### src/hw/irtcv_defs.svh
`ifndef IRTCV_DEFS_SVH
`define IRTCV_DEFS_SVH

// Register and datapath widths
`define IRTCV_SYSFR_W    28   // System clock frequency register
`define IRTCV_FR_W       20   // Carrier frequency register
`define IRTCV_CNT_W      16   // Period and duty counts
`define IRTCV_DR_W       16   // Data word, mark flag on top
`define IRTCV_CR_W       4    // Control register

// Divider sizing
`define IRTCV_DIV_STEPS  28   // One quotient bit per step
`define IRTCV_DIVCNT_W   5

// Control register bit positions
`define IRTCV_CR_EN      0    // Enable
`define IRTCV_CR_DT33    1    // One-third duty instead of half
`define IRTCV_CR_OPOL    2    // Output polarity, level of an idle ir_out
`define IRTCV_CR_DISOE   3    // Mute output on data error

`endif

### src/hw/irtcv_pkg.sv
`include "irtcv_defs.svh"

package irtcv_pkg;

   // Plain vectors for the widths that carry a meaning
   typedef logic [`IRTCV_SYSFR_W-1:0] sysfr_t;         // Hz
   typedef logic [`IRTCV_FR_W-1:0]    carrier_freq_t;  // Hz
   typedef logic [`IRTCV_CNT_W-1:0]   carrier_cnt_t;   // System clocks
   typedef logic [`IRTCV_DR_W-1:0]    tx_word_t;       // {mark, length}
   typedef logic [`IRTCV_DR_W-2:0]    burst_len_t;     // Carrier periods
   typedef logic [`IRTCV_CR_W-1:0]    ctrl_reg_t;
   typedef logic [3:0]                status_t;        // {busy, tip, daterr, drdy}
   typedef logic [`IRTCV_SYSFR_W-1:0] div_word_t;

   // Transmit sequencer
   typedef enum logic [1:0] {
      tx_idle     = 2'b00,
      tx_init     = 2'b01,
      tx_transmit = 2'b11
   } tx_state_e;

   // Period division first, then the duty division
   typedef enum logic [2:0] {
      cal_idle, cal_per_start, cal_per_run, cal_per_fin,
      cal_duty_start, cal_duty_run, cal_duty_fin
   } cal_state_e;

   typedef enum logic [1:0] {
      div_idle   = 2'b00,
      div_init   = 2'b01,
      div_calc   = 2'b11,
      div_adjust = 2'b10
   } div_state_e;

endpackage

### src/hw/irtcv_divider.sv
`timescale 1ns/10ps
`include "irtcv_defs.svh"

module irtcv_divider (
   input  logic                 irtcv_clk,
   input  logic                 irtcv_rst_async,
   input  logic                 enable,
   input  logic                 div_start,     // One cycle, operands stable
   input  irtcv_pkg::div_word_t dividend,
   input  irtcv_pkg::div_word_t divisor,
   output logic                 div_fin,       // Quotient valid this cycle
   output irtcv_pkg::div_word_t quotient
);

   import irtcv_pkg::*;

   localparam int dw = $bits(div_word_t);
   localparam logic [`IRTCV_DIVCNT_W-1:0] last_step =
      `IRTCV_DIVCNT_W'(`IRTCV_DIV_STEPS - 1);

   div_state_e                 div_state;
   div_state_e                 div_next;
   logic [`IRTCV_DIVCNT_W-1:0] step_cnt;
   div_word_t                  div_q;          // Dividend out at the top, quotient in below
   div_word_t                  div_rem;
   div_word_t                  div_dvsr;
   logic [dw:0]                sub_a;
   logic [dw:0]                sub_val;
   logic                       sub_neg;
   logic                       calc_done;
   logic                       round_up;

   // ********************************************************************
   // Step control
   assign calc_done = (div_state == div_calc) && (step_cnt == last_step);

   always_comb begin
      div_next = div_state;
      case (div_state)
         div_idle:   if (div_start) div_next = div_init;
         div_init:   div_next = div_calc;
         div_calc:   if (calc_done) div_next = div_adjust;
         div_adjust: div_next = div_idle;
         default:    div_next = div_idle;
      endcase
   end

   always_ff @(posedge irtcv_clk or posedge irtcv_rst_async) begin
      if (irtcv_rst_async)          div_state <= div_idle;
      else if (!enable)             div_state <= div_idle;
      else                          div_state <= div_next;
   end

   always_ff @(posedge irtcv_clk or posedge irtcv_rst_async) begin
      if (irtcv_rst_async)          step_cnt <= '0;
      else if (div_state == div_init) step_cnt <= '0;
      else if (div_state == div_calc) step_cnt <= step_cnt + `IRTCV_DIVCNT_W'(1);
   end

   // ********************************************************************
   // Datapath, one shared subtractor
   // During adjust the doubled remainder is compared with the divisor,
   // i.e. remainder against half the divisor
   assign sub_a   = (div_state == div_adjust) ? {div_rem, 1'b0} : {div_rem, div_q[dw-1]};
   assign sub_val = sub_a - {1'b0, div_dvsr};
   assign sub_neg = sub_val[dw];

   always_ff @(posedge irtcv_clk or posedge irtcv_rst_async) begin
      if (irtcv_rst_async) begin
         div_q    <= '0;
         div_rem  <= '0;
         div_dvsr <= '0;
      end else if (div_state == div_init) begin
         div_q    <= dividend;
         div_rem  <= '0;
         div_dvsr <= divisor;
      end else if (div_state == div_calc) begin
         div_q   <= {div_q[dw-2:0], ~sub_neg};
         div_rem <= sub_neg ? sub_a[dw-1:0] : sub_val[dw-1:0];   // Restore on borrow
      end
   end

   assign round_up = (div_state == div_adjust) && !sub_neg;
   assign div_fin  = (div_state == div_adjust);
   assign quotient = div_q + div_word_t'(round_up);   // Round half up

   // Start only from idle, and the result follows at a fixed latency
   a_div_start_idle: assert property (
      @(posedge irtcv_clk) disable iff (irtcv_rst_async || !enable)
      div_start |-> (div_state == div_idle) ##(`IRTCV_DIV_STEPS + 2) div_fin
   );

endmodule

### src/hw/irtcv_carrier_calc.sv
`timescale 1ns/10ps
`include "irtcv_defs.svh"

module irtcv_carrier_calc (
   input  logic                     irtcv_clk,
   input  logic                     irtcv_rst_async,
   input  logic                     enable,
   input  logic                     dt33,         // Divide period by 3 instead of 2
   input  logic                     irtcvfr_wt,
   input  irtcv_pkg::sysfr_t        irsysfr,
   input  irtcv_pkg::carrier_freq_t irtcvfr,
   output irtcv_pkg::carrier_cnt_t  period,
   output irtcv_pkg::carrier_cnt_t  duty,
   output logic                     cal_busy
);

   import irtcv_pkg::*;

   cal_state_e cal_state;
   cal_state_e cal_next;
   logic       div_start;
   logic       div_fin;
   logic       duty_phase;
   div_word_t  dividend;
   div_word_t  divisor;
   div_word_t  quotient;

   // ********************************************************************
   // Calculation sequencer
   always_comb begin
      cal_next = cal_state;
      case (cal_state)
         cal_idle:       if (irtcvfr_wt) cal_next = cal_per_start;
         cal_per_start:  cal_next = cal_per_run;
         cal_per_run:    if (div_fin) cal_next = cal_per_fin;
         cal_per_fin:    cal_next = cal_duty_start;   // Period register settles
         cal_duty_start: cal_next = cal_duty_run;
         cal_duty_run:   if (div_fin) cal_next = cal_duty_fin;
         cal_duty_fin:   cal_next = cal_idle;
         default:        cal_next = cal_idle;
      endcase
   end

   always_ff @(posedge irtcv_clk or posedge irtcv_rst_async) begin
      if (irtcv_rst_async)  cal_state <= cal_idle;
      else if (!enable)     cal_state <= cal_idle;
      else                  cal_state <= cal_next;
   end

   assign cal_busy   = (cal_state != cal_idle);
   assign div_start  = (cal_state == cal_per_start) || (cal_state == cal_duty_start);
   assign duty_phase = (cal_state == cal_duty_start) || (cal_state == cal_duty_run);

   // Operand selection, held for the whole run
   assign dividend = duty_phase ? div_word_t'(period) : div_word_t'(irsysfr);
   assign divisor  = duty_phase ? (dt33 ? div_word_t'(3) : div_word_t'(2))
                                : div_word_t'(irtcvfr);

   irtcv_divider irtcv_divider_inst (
      .irtcv_clk       (irtcv_clk),
      .irtcv_rst_async (irtcv_rst_async),
      .enable          (enable),
      .div_start       (div_start),
      .dividend        (dividend),
      .divisor         (divisor),
      .div_fin         (div_fin),
      .quotient        (quotient)
   );

   // Results
   always_ff @(posedge irtcv_clk or posedge irtcv_rst_async) begin
      if (irtcv_rst_async)                        period <= '1;
      else if ((cal_state == cal_per_run) && div_fin) period <= quotient[`IRTCV_CNT_W-1:0];
   end

   always_ff @(posedge irtcv_clk or posedge irtcv_rst_async) begin
      if (irtcv_rst_async)                         duty <= '0;
      else if ((cal_state == cal_duty_run) && div_fin) duty <= quotient[`IRTCV_CNT_W-1:0];
   end

   // Both divisions back to back from a frequency write
   a_cal_latency: assert property (
      @(posedge irtcv_clk) disable iff (irtcv_rst_async || !enable)
      ((cal_state == cal_idle) && irtcvfr_wt)
         |=> cal_busy [*(2 * (`IRTCV_DIV_STEPS + 4))] ##1 !cal_busy
   );

endmodule

### src/hw/irtcv_tx_seq.sv
`timescale 1ns/10ps
`include "irtcv_defs.svh"

module irtcv_tx_seq (
   input  logic                 irtcv_clk,
   input  logic                 irtcv_rst_async,
   input  logic                 exe,          // Execute, level
   input  irtcv_pkg::ctrl_reg_t irtcvcr,
   input  logic                 irtcvcr_wt,
   input  logic                 irtcvdr_wt,
   input  logic                 cal_busy,
   input  logic                 word_cap,     // Word boundary, next word taken
   output logic                 tx_active,
   output logic                 tx_mute,
   output irtcv_pkg::status_t   status
);

   import irtcv_pkg::*;

   logic      enable;
   logic      disoe;
   logic [1:0] exe_sense;
   logic      execute;
   logic      exe_rise;
   tx_state_e tx_state;
   tx_state_e tx_next;
   logic      tx_stop;
   logic      busy;
   logic      tip;
   logic      drdy;
   logic      drdy_clr;
   logic      drdy_set;
   logic      daterr;
   logic      daterr_clr;
   logic      daterr_set;

   assign enable = irtcvcr[`IRTCV_CR_EN];
   assign disoe  = irtcvcr[`IRTCV_CR_DISOE];

   // ********************************************************************
   // Execute sensing
   always_ff @(posedge irtcv_clk or posedge irtcv_rst_async) begin
      if (irtcv_rst_async) exe_sense <= 2'b00;
      else if (enable)     exe_sense <= {exe, exe_sense[1]};
      else                 exe_sense <= 2'b00;
   end

   assign execute  = exe_sense[1];
   assign exe_rise = exe_sense[1] & ~exe_sense[0];

   // ********************************************************************
   // Transmit state machine
   // Stop at a word boundary, or at once when the error mutes the output
   assign tx_stop = ~execute & (word_cap | (daterr & disoe));

   always_comb begin
      tx_next = tx_state;
      case (tx_state)
         tx_idle: begin
            if (exe_rise) tx_next = tx_init;
         end
         tx_init: begin
            if (!execute)                tx_next = tx_idle;
            else if (!cal_busy && !drdy) tx_next = tx_transmit;   // First word written
         end
         tx_transmit: begin
            if (tx_stop)                 tx_next = tx_idle;
            else if (word_cap && drdy)   tx_next = tx_init;       // Underrun, wait for data
         end
         default: tx_next = tx_idle;
      endcase
   end

   always_ff @(posedge irtcv_clk or posedge irtcv_rst_async) begin
      if (irtcv_rst_async) tx_state <= tx_idle;
      else if (enable)     tx_state <= tx_next;
      else                 tx_state <= tx_idle;
   end

   assign tx_active = (tx_state == tx_transmit);
   assign tx_mute   = daterr & disoe;

   // ********************************************************************
   // Status flags
   always_ff @(posedge irtcv_clk or posedge irtcv_rst_async) begin
      if (irtcv_rst_async) busy <= 1'b0;
      else                 busy <= (enable && (tx_next != tx_idle)) || cal_busy;
   end

   assign tip = (tx_state == tx_transmit);

   // Data buffer ready, a write empties the ready state
   assign drdy_clr = irtcvdr_wt;
   assign drdy_set = word_cap | irtcvcr_wt;

   always_ff @(posedge irtcv_clk or posedge irtcv_rst_async) begin
      if (irtcv_rst_async) drdy <= 1'b1;
      else if (drdy_clr)   drdy <= 1'b0;
      else if (drdy_set)   drdy <= 1'b1;
   end

   assign daterr_clr = exe_rise | irtcvcr_wt;
   assign daterr_set = word_cap & drdy;   // Word taken but none written

   always_ff @(posedge irtcv_clk or posedge irtcv_rst_async) begin
      if (irtcv_rst_async) daterr <= 1'b0;
      else if (daterr_clr) daterr <= 1'b0;
      else if (daterr_set) daterr <= 1'b1;
   end

   assign status = {busy, tip, daterr, drdy};

   // Disable takes the sequencer out of transmit by the next cycle
   a_no_tx_disabled: assert property (
      @(posedge irtcv_clk) disable iff (irtcv_rst_async)
      !enable |=> (tx_state != tx_transmit)
   );

endmodule

### src/hw/irtcv_burst_gen.sv
`timescale 1ns/10ps
`include "irtcv_defs.svh"

module irtcv_burst_gen (
   input  logic                    irtcv_clk,
   input  logic                    irtcv_rst_async,
   input  logic                    tx_active,
   input  logic                    tx_mute,
   input  logic                    opol,       // Idle level of ir_out
   input  irtcv_pkg::carrier_cnt_t period,
   input  irtcv_pkg::carrier_cnt_t duty,
   input  irtcv_pkg::tx_word_t     irtcvdr,
   output logic                    word_cap,
   output logic                    ir_out
);

   import irtcv_pkg::*;

   carrier_cnt_t carr_cnt;      // 1 .. period within a carrier period
   burst_len_t   burst_cnt;     // Periods left in the word, this one included
   burst_len_t   new_len;
   logic         mark;
   logic         period_end;
   logic         last_period;
   logic         ir_drive;

   // ********************************************************************
   // Carrier and burst counters
   // Outside transmit both counters park on a word boundary, so the first
   // transmit cycle takes a word
   assign period_end  = (carr_cnt >= period);
   assign last_period = (burst_cnt == burst_len_t'(1));
   assign word_cap    = tx_active & period_end & last_period;

   assign new_len = (irtcvdr[`IRTCV_DR_W-2:0] == '0) ? burst_len_t'(1)
                                                     : irtcvdr[`IRTCV_DR_W-2:0];

   always_ff @(posedge irtcv_clk or posedge irtcv_rst_async) begin
      if (irtcv_rst_async)  carr_cnt <= '1;
      else if (!tx_active)  carr_cnt <= '1;
      else if (period_end)  carr_cnt <= carrier_cnt_t'(1);
      else                  carr_cnt <= carr_cnt + carrier_cnt_t'(1);
   end

   always_ff @(posedge irtcv_clk or posedge irtcv_rst_async) begin
      if (irtcv_rst_async) begin
         burst_cnt <= burst_len_t'(1);
         mark      <= 1'b0;
      end else if (!tx_active) begin
         burst_cnt <= burst_len_t'(1);
      end else if (word_cap) begin
         burst_cnt <= new_len;
         mark      <= irtcvdr[`IRTCV_DR_W-1];   // Stale word if none was written
      end else if (period_end) begin
         burst_cnt <= burst_cnt - burst_len_t'(1);
      end
   end

   // ********************************************************************
   // Output register
   // Active for the first duty clocks of every period of a mark word
   assign ir_drive = tx_active & ~tx_mute & mark & (carr_cnt <= duty);

   always_ff @(posedge irtcv_clk or posedge irtcv_rst_async) begin
      if (irtcv_rst_async) ir_out <= 1'b0;
      else                 ir_out <= ir_drive ? ~opol : opol;
   end

endmodule

### src/hw/irtcv_ctrl.sv
`timescale 1ns/10ps
`include "irtcv_defs.svh"

module irtcv_ctrl (
   input  logic                     irtcv_clk,
   input  logic                     irtcv_rst_async,
   input  logic                     exe,          // Execute, level
   input  irtcv_pkg::ctrl_reg_t     irtcvcr,
   input  irtcv_pkg::sysfr_t        irsysfr,
   input  irtcv_pkg::carrier_freq_t irtcvfr,
   input  irtcv_pkg::tx_word_t      irtcvdr,
   input  logic                     irtcvcr_wt,
   input  logic                     irtcvfr_wt,   // Starts the carrier calculation
   input  logic                     irtcvdr_wt,
   output logic                     ir_out,
   output irtcv_pkg::status_t       status
);

   import irtcv_pkg::*;

   carrier_cnt_t period;
   carrier_cnt_t duty;
   logic         cal_busy;
   logic         word_cap;
   logic         tx_active;
   logic         tx_mute;

   irtcv_carrier_calc irtcv_carrier_calc_inst (
      .irtcv_clk       (irtcv_clk),
      .irtcv_rst_async (irtcv_rst_async),
      .enable          (irtcvcr[`IRTCV_CR_EN]),
      .dt33            (irtcvcr[`IRTCV_CR_DT33]),
      .irtcvfr_wt      (irtcvfr_wt),
      .irsysfr         (irsysfr),
      .irtcvfr         (irtcvfr),
      .period          (period),
      .duty            (duty),
      .cal_busy        (cal_busy)
   );

   irtcv_tx_seq irtcv_tx_seq_inst (
      .irtcv_clk       (irtcv_clk),
      .irtcv_rst_async (irtcv_rst_async),
      .exe             (exe),
      .irtcvcr         (irtcvcr),
      .irtcvcr_wt      (irtcvcr_wt),
      .irtcvdr_wt      (irtcvdr_wt),
      .cal_busy        (cal_busy),
      .word_cap        (word_cap),
      .tx_active       (tx_active),
      .tx_mute         (tx_mute),
      .status          (status)
   );

   irtcv_burst_gen irtcv_burst_gen_inst (
      .irtcv_clk       (irtcv_clk),
      .irtcv_rst_async (irtcv_rst_async),
      .tx_active       (tx_active),
      .tx_mute         (tx_mute),
      .opol            (irtcvcr[`IRTCV_CR_OPOL]),
      .period          (period),
      .duty            (duty),
      .irtcvdr         (irtcvdr),
      .word_cap        (word_cap),
      .ir_out          (ir_out)
   );

endmodule

### config.mk
export PLATFORM = sky130hd
export DESIGN_NAME = irtcv_ctrl
export DESIGN_NICKNAME = d
export VERILOG_FILES = /design/src/hw/irtcv_pkg.sv /design/src/hw/irtcv_divider.sv /design/src/hw/irtcv_carrier_calc.sv /design/src/hw/irtcv_tx_seq.sv /design/src/hw/irtcv_burst_gen.sv /design/src/hw/irtcv_ctrl.sv
export VERILOG_INCLUDE_DIRS = /design/src /design/src/hw
export SDC_FILE = /design/constraint.sdc
export NUM_CORES = 1
export LEC_CHECK = 0
export ABC_AREA = 1
export BUFFER_PORTS_ARGS = -buffer_cell sky130_fd_sc_hd__buf_2
export CORE_MARGIN = 2
export CORE_UTILIZATION = 55
export CTS_BUF_LIST = sky130_fd_sc_hd__clkbuf_4 sky130_fd_sc_hd__clkbuf_8
export CTS_CLUSTER_SIZE = 10
export DETAILED_ROUTE_END_ITERATION = 10
export PLACE_DENSITY_LB_ADDON = 0.08
export SLEW_MARGIN = 5
export SYNTH_ARGS = -nofsm -noshare
export SYNTH_HDL_FRONTEND = slang
export SYNTH_SLANG_ARGS = --single-unit
### constraint.sdc
create_clock -name irtcv_clk -period 5 [get_ports irtcv_clk]
set_input_delay 1 -clock irtcv_clk [delete_from_list [all_inputs] [get_ports irtcv_clk]]
set_output_delay 1 -clock irtcv_clk [all_outputs]
set_load 0.03 [all_outputs]
==> results of run 1 <==
==> layer usage <==
| metal | up-vias | GRT usage | routed length [um] |
|---|---|---|---|
| met5 | - | 0 | 0 |
| met4 | 0 | 0.0795 | 559 |
| met3 | 36 | 0.0394 | 756 |
| met2 | 157 | 0.466 | 12500 |
| met1 | 4302 | 0.345 | 11700 |
| li1 | 4686 | - | - |
==> state kept, by name, indices dropped and copies added (netlist names) <==
register	count
irtcv_tx_seq_inst.drdy	1
irtcv_carrier_calc_inst.duty	16
irtcv_burst_gen_inst.burst_cnt	15
irtcv_burst_gen_inst.ir_out	1
irtcv_burst_gen_inst.mark	1
irtcv_carrier_calc_inst.irtcv_divider_inst.div_state	2
irtcv_tx_seq_inst.busy	1
irtcv_carrier_calc_inst.cal_state	3
irtcv_carrier_calc_inst.irtcv_divider_inst.step_cnt	5
irtcv_burst_gen_inst.carr_cnt	16
irtcv_tx_seq_inst.tx_state	2
irtcv_carrier_calc_inst.irtcv_divider_inst.div_rem	28
irtcv_carrier_calc_inst.irtcv_divider_inst.div_dvsr	20
irtcv_carrier_calc_inst.irtcv_divider_inst.div_q	28
irtcv_carrier_calc_inst.period	16
irtcv_tx_seq_inst.exe_sense	2
irtcv_tx_seq_inst.daterr	1
==> layout by cell type (no fill, tap or decap), drive strengths merged, types with 6 or more instances in the layout <==
master	netlist	layout
inv	229	236
clkbuf	27	17
ha	58	58
xnor2	12	12
nand3	104	104
nand4	17	17
buf	21	84
o21ai	123	123
a21oi	46	46
o221ai	28	28
nor3	23	23
xor2	28	28
nor4	8	8
dfstp	34	34
nand2	378	378
o22ai	6	6
o211ai	24	24
nor2	98	98
dfrtp	124	124
clkinv	1	6
==> path summary, 6_finish.rpt <==
path / to / slack, ps / cells past startpoint
worst max-delay path: irtcv_carrier_calc_inst.duty[12]$_DFFE_PP0P_ / 610 / 27
max in group asynchronous: irtcv_carrier_calc_inst.duty[2]$_DFFE_PP0P_ / 3580 / 3
worst max register to register: irtcv_carrier_calc_inst.duty[12]$_DFFE_PP0P_ / 610 / 27
min in group asynchronous: async pin / 710 / 3
worst min-delay path: flip-flop / 470 / 1
worst min register to register: flip-flop / 470 / 1
==> final cells by class <==
| cell class | count | area [um2] | share of cell area |
|---|---|---|---|
| well taps | 234 | 293 | 0.0260 |
| inverters | 230 | 867 | 0.0770 |
| clock buffers | 17 | 234 | 0.0208 |
| multi-input cells | 973 | 5240 | 0.466 |
| clock inverters | 15 | 174 | 0.0155 |
| flip-flops and latches | 158 | 4000 | 0.355 |
| repair buffers | 84 | 448 | 0.0398 |
==> power by group <==
group	switching (mW)	total, mW	internal, mW
Sequential	0.188	1.83	1.64
Combinational	2.19	3.22	1.03
Clock	0.565	0.987	0.421
==> logic make-up after synthesis <==
group / Yosys count / synth area share
AOI/OAI and AO/OA: 239 / 0.136
xor gates and xnor gates: 40 / 0.0339
adders and majority gates: 59 / 0.0722
buffers and inverters: 278 / 0.107
DFF: 158 / 0.387
and+or+nand+nor: 635 / 0.264
==> summary.txt, run 1 <==
Timing
  – Slew at the pin closest to its max-slew limit: roughly 1200 ps
  – Max-slew violation count: 0
  – Final worst slack: 613 ps
  – Total Negative Setup Slacks: 0 ps
  – Highest clock rate: 228 MHz
  – Ratio of final minimum period to clock period: 0.877
  – Slew HR: 0.197
  – Final min period: around 4400 ps
  – Worst hold slack: about 470 ps
  – RSZ-0062 raised after global routing: no
  – Final setup fails: 0
  – Final hold vios: 0
  – Worst Clk Skew: 13.2 ps

CTS
  – Reg clk slew, reported paths: around 100 ps
  – Postcts setup bufs: 0
  – Post_cts resized: 0
  – CTS tree: built
  – Clk buf depth: 2
  – Root cell of the clock tree: clkbuf_8
  – H-tree depth: 4
  – Clock latency on the worst-skew pair: about 470 ps
  – Clk sinks: ~160
  – CTS Hold Bufs: 0
  – CTS Buf Count: 17

Yosys
  – Synth unique cells: 47
  – Syn nets: 1542
  – Synthesized netlist cell count: between 1000 and 1500
  – Synth cell count leaders: nand2_1 (371), inv_1 (223), dfrtp_1 (124)
  – Synth Cell Area: between 10000 and 15000 um2
  – Synth async-reset ratio: 1.00
  – Most frequent cell after synthesis: nand2_1
  – Synth Flop Type: dfrtp_1
  – Post-synth EDFFs: 0
  – Yosys top cell area share: 0.300
  – Ranking of synthesized cells by area: dfrtp_1 (30%), nand2_1 (13%), dfstp_2 (8.6%)
  – #FFs+latches synth: about 160
  – Syn avg cell area: ~7.3 um2
  – Synth Warn #: 0
  – Synth area leader: dfrtp_1
  – Register area share after synthesis: 0.387

Job
  – # Max-Cap Violations: 0

Floorplan
  – Core footprint: around 19000 um2
  – Site Rows: 50
  – Boundary pin count: between 70 and 80
  – Initial core utilization: 0.556
  – Die ar.: just under 20000 um2
  – Die height: 141 um
  – Chip width: 141 um

Route
  – Antenna-violating nets left: 0
  – Post-route DRC violation count: 0
  – WL final: between 20000 and 30000 um
  – Routed via count: 9181
  – DR iter-0 viols: ~490
  – Routed vias/inst: 5.37
  – DRT Pass-1 Iters: 5
  – Avg WL per Cell: about 15 um

Critical path
  – Top delay family on crit path: simple AND/OR/NAND/NOR gates
  – Max stage delay cell, worst path: dfrtp_1
  – CP Buf/Inv Count: 3
  – Most frequent CP cell: nand2_1
  – CP Data Required Time: ~5300 ps
  – Critical Path AT: between 4000 and 5000 ps
  – Worst setup path category: reg2reg
  – Critical Path Max Stage Delay: a little over 500 ps
  – Critical Path Sink Type: flip-flop
  – Critical path peak fanout: 26
  – Startpoint Class: flip-flop

GRT
  – Tot GR Track Use: 0.267
  – Initial antenna violation count: 0
  – First-pass GRT wire length: approximately 43000 um
  – Largest net degree at the start of global routing: between 150 and 200
  – Vias in the first global route: about 8900
  – GR Overflow Total: 0

Place
  – Cells after DPL: between 1500 and 2000
  – Post-DP HPWL: approximately 19000 um
  – Gpl congestion: roughly 0.93
  – Buffers added on ports: a little under 80
  – Placed instance area: about 11000 um2
  – Place WS: approximately 630 ps

Final layout
  – Final non-filler cell total: about 1700
  – Share of layout cells above drive strength 1: 0.125
  – Layout fillers: about 1800
  – Synth-to-Final Area Change: 8.94%
  – Core Util, Final: 0.606
  – Cell area after layout: 11300 um2
  – NumNets Final: approximately 1600
  – Ant diodes: 0

Power and ir drop
  – Leakage power: between 5 and 6 nW
  – VDD IR max: about 470 uV
  – Total power: between 6 and 7 mW
  – Power Dens Cells: about 540 nW/um2

Worst hold path
  – Min-delay worst type: reg2reg

Run status
  – Status: finished, final reports clean
Note: power is estimated with default switching activity, not from simulation.
==> run 2: changes to the inputs <==
--- a/config.mk
+++ b/config.mk
@@ -13,7 +13,7 @@
 export CTS_BUF_LIST = sky130_fd_sc_hd__clkbuf_4 sky130_fd_sc_hd__clkbuf_8
 export CTS_CLUSTER_SIZE = 10
 export DETAILED_ROUTE_END_ITERATION = 10
-export PLACE_DENSITY_LB_ADDON = 0.08
+export PLACE_DENSITY = 0.77
 export SLEW_MARGIN = 5
 export SYNTH_ARGS = -nofsm -noshare
 export SYNTH_HDL_FRONTEND = slang
==> constraint.sdc (replaced) <==
create_clock -name irtcv_clk -period 5 [get_ports irtcv_clk]
set_input_delay 0.5 -clock irtcv_clk [delete_from_list [all_inputs] [get_ports irtcv_clk]]
set_output_delay 0.5 -clock irtcv_clk [all_outputs]
set_load 0.03 [all_outputs]
==> summary.txt, run 2 (same netlist as run 1, synthesis figures left out) <==
Run status
  – Status: finished, final reports clean

CTS
  – CTS Buf Count: 17 (unchanged)
  – H-tree depth: 4 (unchanged)
  – CTS Hold Bufs: 0 (unchanged)
  – Root cell of the clock tree: clkbuf_8
  – Clock latency on the worst-skew pair: 480 ps (about the same)
  – Post_cts resized: 0 (unchanged)
  – Postcts setup bufs: 0 (unchanged)
  – CTS tree: built
  – Clk sinks: 158 (unchanged)
  – Clk buf depth: 2 (unchanged)
  – Reg clk slew, reported paths: 90 ps (about the same)

Final layout
  – Final non-filler cell total: 1713 (+0.12%)
  – Top flop regs: irtcv_carrier_calc_inst.irtcv_divider_inst.div_q (28), irtcv_carrier_calc_inst.irtcv_divider_inst.div_rem (28), irtcv_carrier_calc_inst.irtcv_divider_inst.div_dvsr (20)
  – Ant diodes: 0 (unchanged)
  – Cell area after layout: 11300 um2 (+0.14%)
  – Core Util, Final: 0.607 (+0.000875)
  – Layout fillers: 1689 (-5.7%)
  – Commonest non-fill, non-tap cells in the layout: nand2_1 (371), inv_1 (222), dfrtp_1 (123)
  – Share of layout cells above drive strength 1: 0.124 (-0.000845)
  – Most common cell after layout, fill and taps aside: nand2_1
  – Synth-to-Final Area Change: 9.10%
  – NumNets Final: 1599 (+0.13%)

GRT
  – Vias in the first global route: 9047 (+1.4%)
  – GR Overflow Total: 0 (unchanged)
  – Tot GR Track Use: 0.272 (+0.00485)
  – Initial antenna violation count: 1 (+1)
  – First-pass GRT wire length: 43600 um (+2.4%)
  – Largest net degree at the start of global routing: 59 (-63%)

Route
  – DRT Pass-1 Iters: 5 (unchanged)
  – Avg WL per Cell: 14.8 um (-0.50%)
  – Antenna-violating nets left: 0 (unchanged)
  – WL final: 25400 um (-0.38%)
  – Routed via count: 9355 (+1.9%)
  – DR iter-0 viols: 627 (+29%)
  – Post-route DRC violation count: 0 (unchanged)
  – Routed vias/inst: 5.46 (+1.8%)

Power and ir drop
  – Leakage power: 5.66 nW (+0.41%)
  – Power Dens Cells: 540 nW/um2 (+0.63%)
  – VDD IR max: 340 uV (-27%)
  – Total power: 6.08 mW (+0.78%)

Critical path
  – WP depth: 27 (unchanged)
  – Max stage delay cell, worst path: dfrtp_1
  – Register-to-Register Path Depth: 27 (unchanged)
  – Most frequent CP cell: nand2_1
  – Critical Path Max Stage Delay: 510 ps (about the same)
  – Critical Path AT: 4710 ps (about the same)
  – CP Data Required Time: 5360 ps (+40 ps)
  – Top delay family on crit path: simple AND/OR/NAND/NOR gates
  – FF-to-FF End: irtcv_carrier_calc_inst.duty[12]$_DFFE_PP0P_
  – Critical path peak fanout: 26 (unchanged)
  – CP Buf/Inv Count: 3 (unchanged)
  – Critical Path Sink Type: flip-flop
  – Startpoint Class: flip-flop
  – Worst reg2reg setup slack: 650 ps (+40 ps)
  – Worst setup path category: reg2reg

Timing
  – Final min period: 4350 ps (-39.1 ps)
  – Highest clock rate: 230 MHz (+0.90%)
  – Final setup fails: 0 (unchanged)
  – Final hold vios: 0 (unchanged)
  – Ratio of final minimum period to clock period: 0.870 (-0.00781)
  – Total Negative Setup Slacks: 0 ps (unchanged)
  – Slew HR: 0.224 (+0.0265)
  – Max-slew violation count: 0 (unchanged)
  – RSZ-0062 raised after global routing: no
  – Worst Clk Skew: 17.8 ps (+4.63 ps)
  – Slew at the pin closest to its max-slew limit: 1160 ps (-41.3 ps)

Place
  – Placed instance area: 10800 um2 (about the same)
  – Cells after DPL: 1681 (+0.12%)
  – Post-DP HPWL: 18500 um (-0.45%)
  – Gpl congestion: 0.933 (+0.21%)
  – Buffers added on ports: 78 (unchanged)

Floorplan
  – Die ar.: 19900 um2 (unchanged)
  – Boundary pin count: 79 (unchanged)
  – Site Rows: 50 (unchanged)
  – Chip width: 141 um (unchanged)
  – Initial core utilization: 0.556 (unchanged)
  – Die height: 141 um (unchanged)
  – Core footprint: 18600 um2 (unchanged)

Worst hold path
  – Min-delay worst type: in2async

Job
  – # Max-Cap Violations: 0 (unchanged)
## run 2: changes by cell type in the layout (fill, tap and decap cells not counted)
cell        change
clkinv_8        -2
nor2_2          -2
clkinv_2        +2
clkinv_1        +1
clkinvlp_4      -1
buf_4           +3
clkbuf_8        +1
buf_12          -1
clkinv_4        -1
nor2_1          +2
bufinv_16       +2
inv_8           -1
inv_6           -1
## run 2: where the power goes
| part | leakage, nW | total (mW) | internal, mW | switching [mW] |
|---|---|---|---|---|
| Sequential | 1.99 | 1.83 | 1.64 | 0.187 |
| Clock | 0.215 | 1.04 | 0.516 | 0.526 |
| Combinational | 3.46 | 3.21 | 1.02 | 2.19 |
| Total | 5.66 | 6.08 | 3.18 | 2.90 |
## run 2: worst max path at each step
stage | from | end | slack [ps]
after floorplan | irtcv_rst_async | irtcv_burst_gen_inst.burst_cnt[10]$_DFFE_PP0P_ | 290
after global placement | flip-flop | irtcv_carrier_calc_inst.duty[12]$_DFFE_PP0P_ | 820
after detailed placement | flip-flop | irtcv_carrier_calc_inst.duty[12]$_DFFE_PP0P_ | 670
after CTS | flip-flop | irtcv_carrier_calc_inst.duty[12]$_DFFE_PP0P_ | 640
after global routing | flip-flop | irtcv_carrier_calc_inst.duty[12]$_DFFE_PP0P_ | 120
final | flip-flop | irtcv_carrier_calc_inst.duty[12]$_DFFE_PP0P_ | 650
## run 2: routing by layer
| layer | wire, um | track usage |
|---|---|---|
| met2 | 12300 | 0.463 |
| met4 | 397 | 0.0700 |
| met3 | 986 | 0.0421 |
| met5 | 0 | 0 |
| met1 | 11600 | 0.365 |
## run 2: worst reg2reg max path, cell delays in order, from the launching register on
cell	delay, ps
dfrtp_1	510
inv_1	120
nor2_1	60
inv_2	90
nand2_1	80
ha_1	210
fa_1	390
inv_1	120
nand2_1	90
o21ai_2	170
nand2_1	90
nand3_2	100
nand2_1	110
nand3_1	150
nand2_4	210
nor2_1	170
ha_1	210
ha_1	190
nand3_1	140
nor3_2	230
nand2_1	100
nor2_2	120
nand2_1	70
nor2_2	120
nand3_1	100
xor2_1	160
nand2_1	60
o21ai_1	60
## run 2: area by class of cell
cell class              count  area [um2]  area share
clock buffers              18         248      0.0220
inverters                 230         868      0.0770
clock inverters            14         178      0.0158
multi-input cells         973        5240       0.465
flip-flops and latches    158        4000       0.355
well taps                 234         293      0.0260
repair buffers             86         450      0.0400
## run 2: metrics by stage
stage | hold WS, ps | setup slack (ps)
3_5_place_dp | 464 | 668
6_report | 45.6 | 652
2_1_floorplan | 438 | 293
5_1_grt | 72.7 | 118
4_1_cts | 45.9 | 644
3_3_place_gp | 454 | 821
==> run 3: changes to the inputs <==
--- a/config.mk
+++ b/config.mk
@@ -13,6 +13,7 @@
 export CTS_BUF_LIST = sky130_fd_sc_hd__clkbuf_4 sky130_fd_sc_hd__clkbuf_8
 export CTS_CLUSTER_SIZE = 10
 export DETAILED_ROUTE_END_ITERATION = 10
+export HOLD_SLACK_MARGIN = 0.12
 export PLACE_DENSITY = 0.77
 export SLEW_MARGIN = 5
 export SYNTH_ARGS = -nofsm -noshare
==> summary.txt, run 3 (same netlist as run 1, synthesis figures left out) <==
CTS
  – Post_cts resized: 0 (unchanged)
  – Postcts setup bufs: 0 (unchanged)
  – CTS Hold Bufs: 2 (+2)
  – Clk sinks: 158 (unchanged)
  – Reg clk slew, reported paths: 90 ps (about the same)
  – H-tree depth: 4 (unchanged)
  – Clock latency on the worst-skew pair: 480 ps (about the same)
  – Root cell of the clock tree: clkbuf_8
  – CTS tree: built
  – CTS Buf Count: 17 (unchanged)
  – Clk buf depth: 2 (unchanged)

Floorplan
  – Boundary pin count: 79 (unchanged)
  – Die ar.: 19900 um2 (unchanged)
  – Chip width: 141 um (unchanged)
  – Initial core utilization: 0.556 (unchanged)
  – Die height: 141 um (unchanged)
  – Core footprint: 18600 um2 (unchanged)
  – Site Rows: 50 (unchanged)

Worst hold path
  – Min-delay worst type: in2reg

GRT
  – GR Overflow Total: 0 (unchanged)
  – Initial antenna violation count: 1 (unchanged)
  – Tot GR Track Use: 0.272 (about the same)
  – Largest net degree at the start of global routing: 59 (unchanged)
  – Gr busiest metal: met2
  – First-pass GRT wire length: 43600 um (about the same)
  – Met3 Resource Use GR: 0.0421 (unchanged)
  – Routing usage on met2: 0.463 (unchanged)
  – Grt met1 use: 0.365 (about the same)
  – Vias in the first global route: 9049 (+0.022%)

Timing
  – Highest clock rate: 230 MHz (-0.13%)
  – Final hold vios: 0 (unchanged)
  – Slew HR: 0.228 (+0.00389)
  – Final setup fails: 0 (unchanged)
  – Max-slew violation count: 0 (unchanged)
  – Total Negative Setup Slacks: 0 ps (unchanged)
  – Ratio of final minimum period to clock period: 0.871 (+0.00113)
  – RSZ-0062 raised after global routing: no
  – Final min period: 4350 ps (+5.64 ps)
  – Slew at the pin closest to its max-slew limit: 1160 ps (-5.82 ps)
  – Worst Clk Skew: 18.3 ps (+0.451 ps)

Route
  – Avg WL per Cell: 14.8 um (about the same)
  – Routed vias/inst: 5.44 (-0.47%)
  – Post-route DRC violation count: 0 (unchanged)
  – Antenna-violating nets left: 0 (unchanged)
  – DR iter-0 viols: 620 (-1.1%)
  – DRT Pass-1 Iters: 6 (+1)
  – Routed via count: 9322 (-0.35%)
  – WL final: 25400 um (about the same)

Critical path
  – CP Data Required Time: 5360 ps (about the same)
  – Startpoint Class: flip-flop
  – Critical Path Sink Type: flip-flop
  – Critical path peak fanout: 26 (unchanged)
  – Critical Path AT: 4710 ps (about the same)
  – Worst setup path category: reg2reg

Final layout
  – NumNets Final: 1601 (+0.13%)
  – Cell area after layout: 11300 um2 (+0.18%)
  – Synth-to-Final Area Change: 9.29%
  – Share of layout cells above drive strength 1: 0.124 (-0.000167)
  – Most common cell after layout, fill and taps aside: nand2_1
  – Ant diodes: 0 (unchanged)
  – Final non-filler cell total: 1715 (+0.12%)
  – Commonest non-fill, non-tap cells in the layout: nand2_1 (371), inv_1 (222), dfrtp_1 (123)
  – Top flop regs: irtcv_carrier_calc_inst.irtcv_divider_inst.div_q (28), irtcv_carrier_calc_inst.irtcv_divider_inst.div_rem (28), irtcv_carrier_calc_inst.irtcv_divider_inst.div_dvsr (20)

Power and ir drop
  – VDD IR max: 339 uV (-0.22%)
  – Internal power: 3.18 mW (about the same)
  – Gate power share: 0.528 (about the same)
  – Clk pwr share: 0.171 (about the same)
  – Seq pwr share: 0.301 (about the same)
  – Switching pwr: 2.90 mW (about the same)
  – Switch share: 0.477 (about the same)
  – Power Dens Cells: 539 nW/um2 (-0.19%)
  – Total power: 6.08 mW (about the same)
  – Leakage power: 5.67 nW (+0.15%)

Job
  – # Max-Cap Violations: 0 (unchanged)

Place
  – Placed instance area: 10800 um2 (unchanged)
  – Gpl congestion: 0.933 (unchanged)
  – Buffers added on ports: 78 (unchanged)
  – Cells after DPL: 1681 (unchanged)
  – Post-DP HPWL: 18500 um (unchanged)

Run status
  – Status: finished, final reports clean
==> run 3: cell count changes in the layout (fill, tap and decap cells not counted) <==
cell	before	now
dlygate4sd3_1	0	2
==> run 3: final timing paths <==
kind | start | end | slack (ps) | cells past startpoint
max | flip-flop | irtcv_carrier_calc_inst.duty[12]$_DFFE_PP0P_ | 650 | 27
min reg2reg | irtcv_carrier_calc_inst.period[15]$_DFFE_PP1P_ | irtcv_carrier_calc_inst.period[15]$_DFFE_PP1P_ | 490 | 2
min in group asynchronous | irtcv_rst_async | async pin | 600 | 3
max in group asynchronous | irtcv_rst_async | async pin | 3290 | 4
min | irtcvcr[2] | irtcv_burst_gen_inst.ir_out$_DFF_PP0_ | 220 | 3
max reg2reg | flip-flop | irtcv_carrier_calc_inst.duty[12]$_DFFE_PP0P_ | 650 | 27
==> run 3: power by group through the flow <==
stage | logic [mW] | clock network, mW | registers (mW)
2_1_floorplan | 2.66 | 0 | 1.80
3_3_place_gp | 3.11 | 0 | 1.84
3_5_place_dp | 3.18 | 0 | 1.85
4_1_cts | 3.20 | 1.06 | 1.83
5_1_grt | 3.69 | 1.11 | 1.87
6_report | 3.21 | 1.04 | 1.83
==> run 3: per-stage QoR <==
step	util	hold slack (ps)	setup WS, ps
after detailed placement	0.584	464	668
after floorplan	-	438	293
final	0.608	220	647
after global placement	0.584	454	821
after CTS	0.608	203	644
after global routing	0.608	223	118
==> run 3: final cells by class <==
class	instances	area, um2
multi-input cells	973	5240
inverters	230	868
clock buffers	18	248
well taps	234	293
repair buffers	88	470
clock inverters	14	178
fillers	1687	7290
flip-flops and latches	158	4000
==> run 3: routing by layer <==
metal / part of all wire / vias to the layer above / wire length [um]
met2: 0.49 / 194 / 12400
li1: - / 4708 / -
met1: 0.46 / 4389 / 11500
met5: 0 / - / 0
met3: 0.041 / 31 / 1050
met4: 0.016 / 0 / 410
==> run 3: worst max-delay path, cell delays in order (launching register included) <==
cell and delay, ps:
dfrtp_1 500, inv_1 120, nor2_1 60, inv_2 90, nand2_1 80, ha_1 210, fa_1 390, inv_1 120
nand2_1 100, o21ai_2 170, nand2_1 90, nand3_2 100, nand2_1 110, nand3_1 150, nand2_4 210, nor2_1 160
ha_1 210, ha_1 190, nand3_1 140, nor3_2 230, nand2_1 100, nor2_2 120, nand2_1 70, nor2_2 120
nand3_1 100, xor2_1 160, nand2_1 60, o21ai_1 60
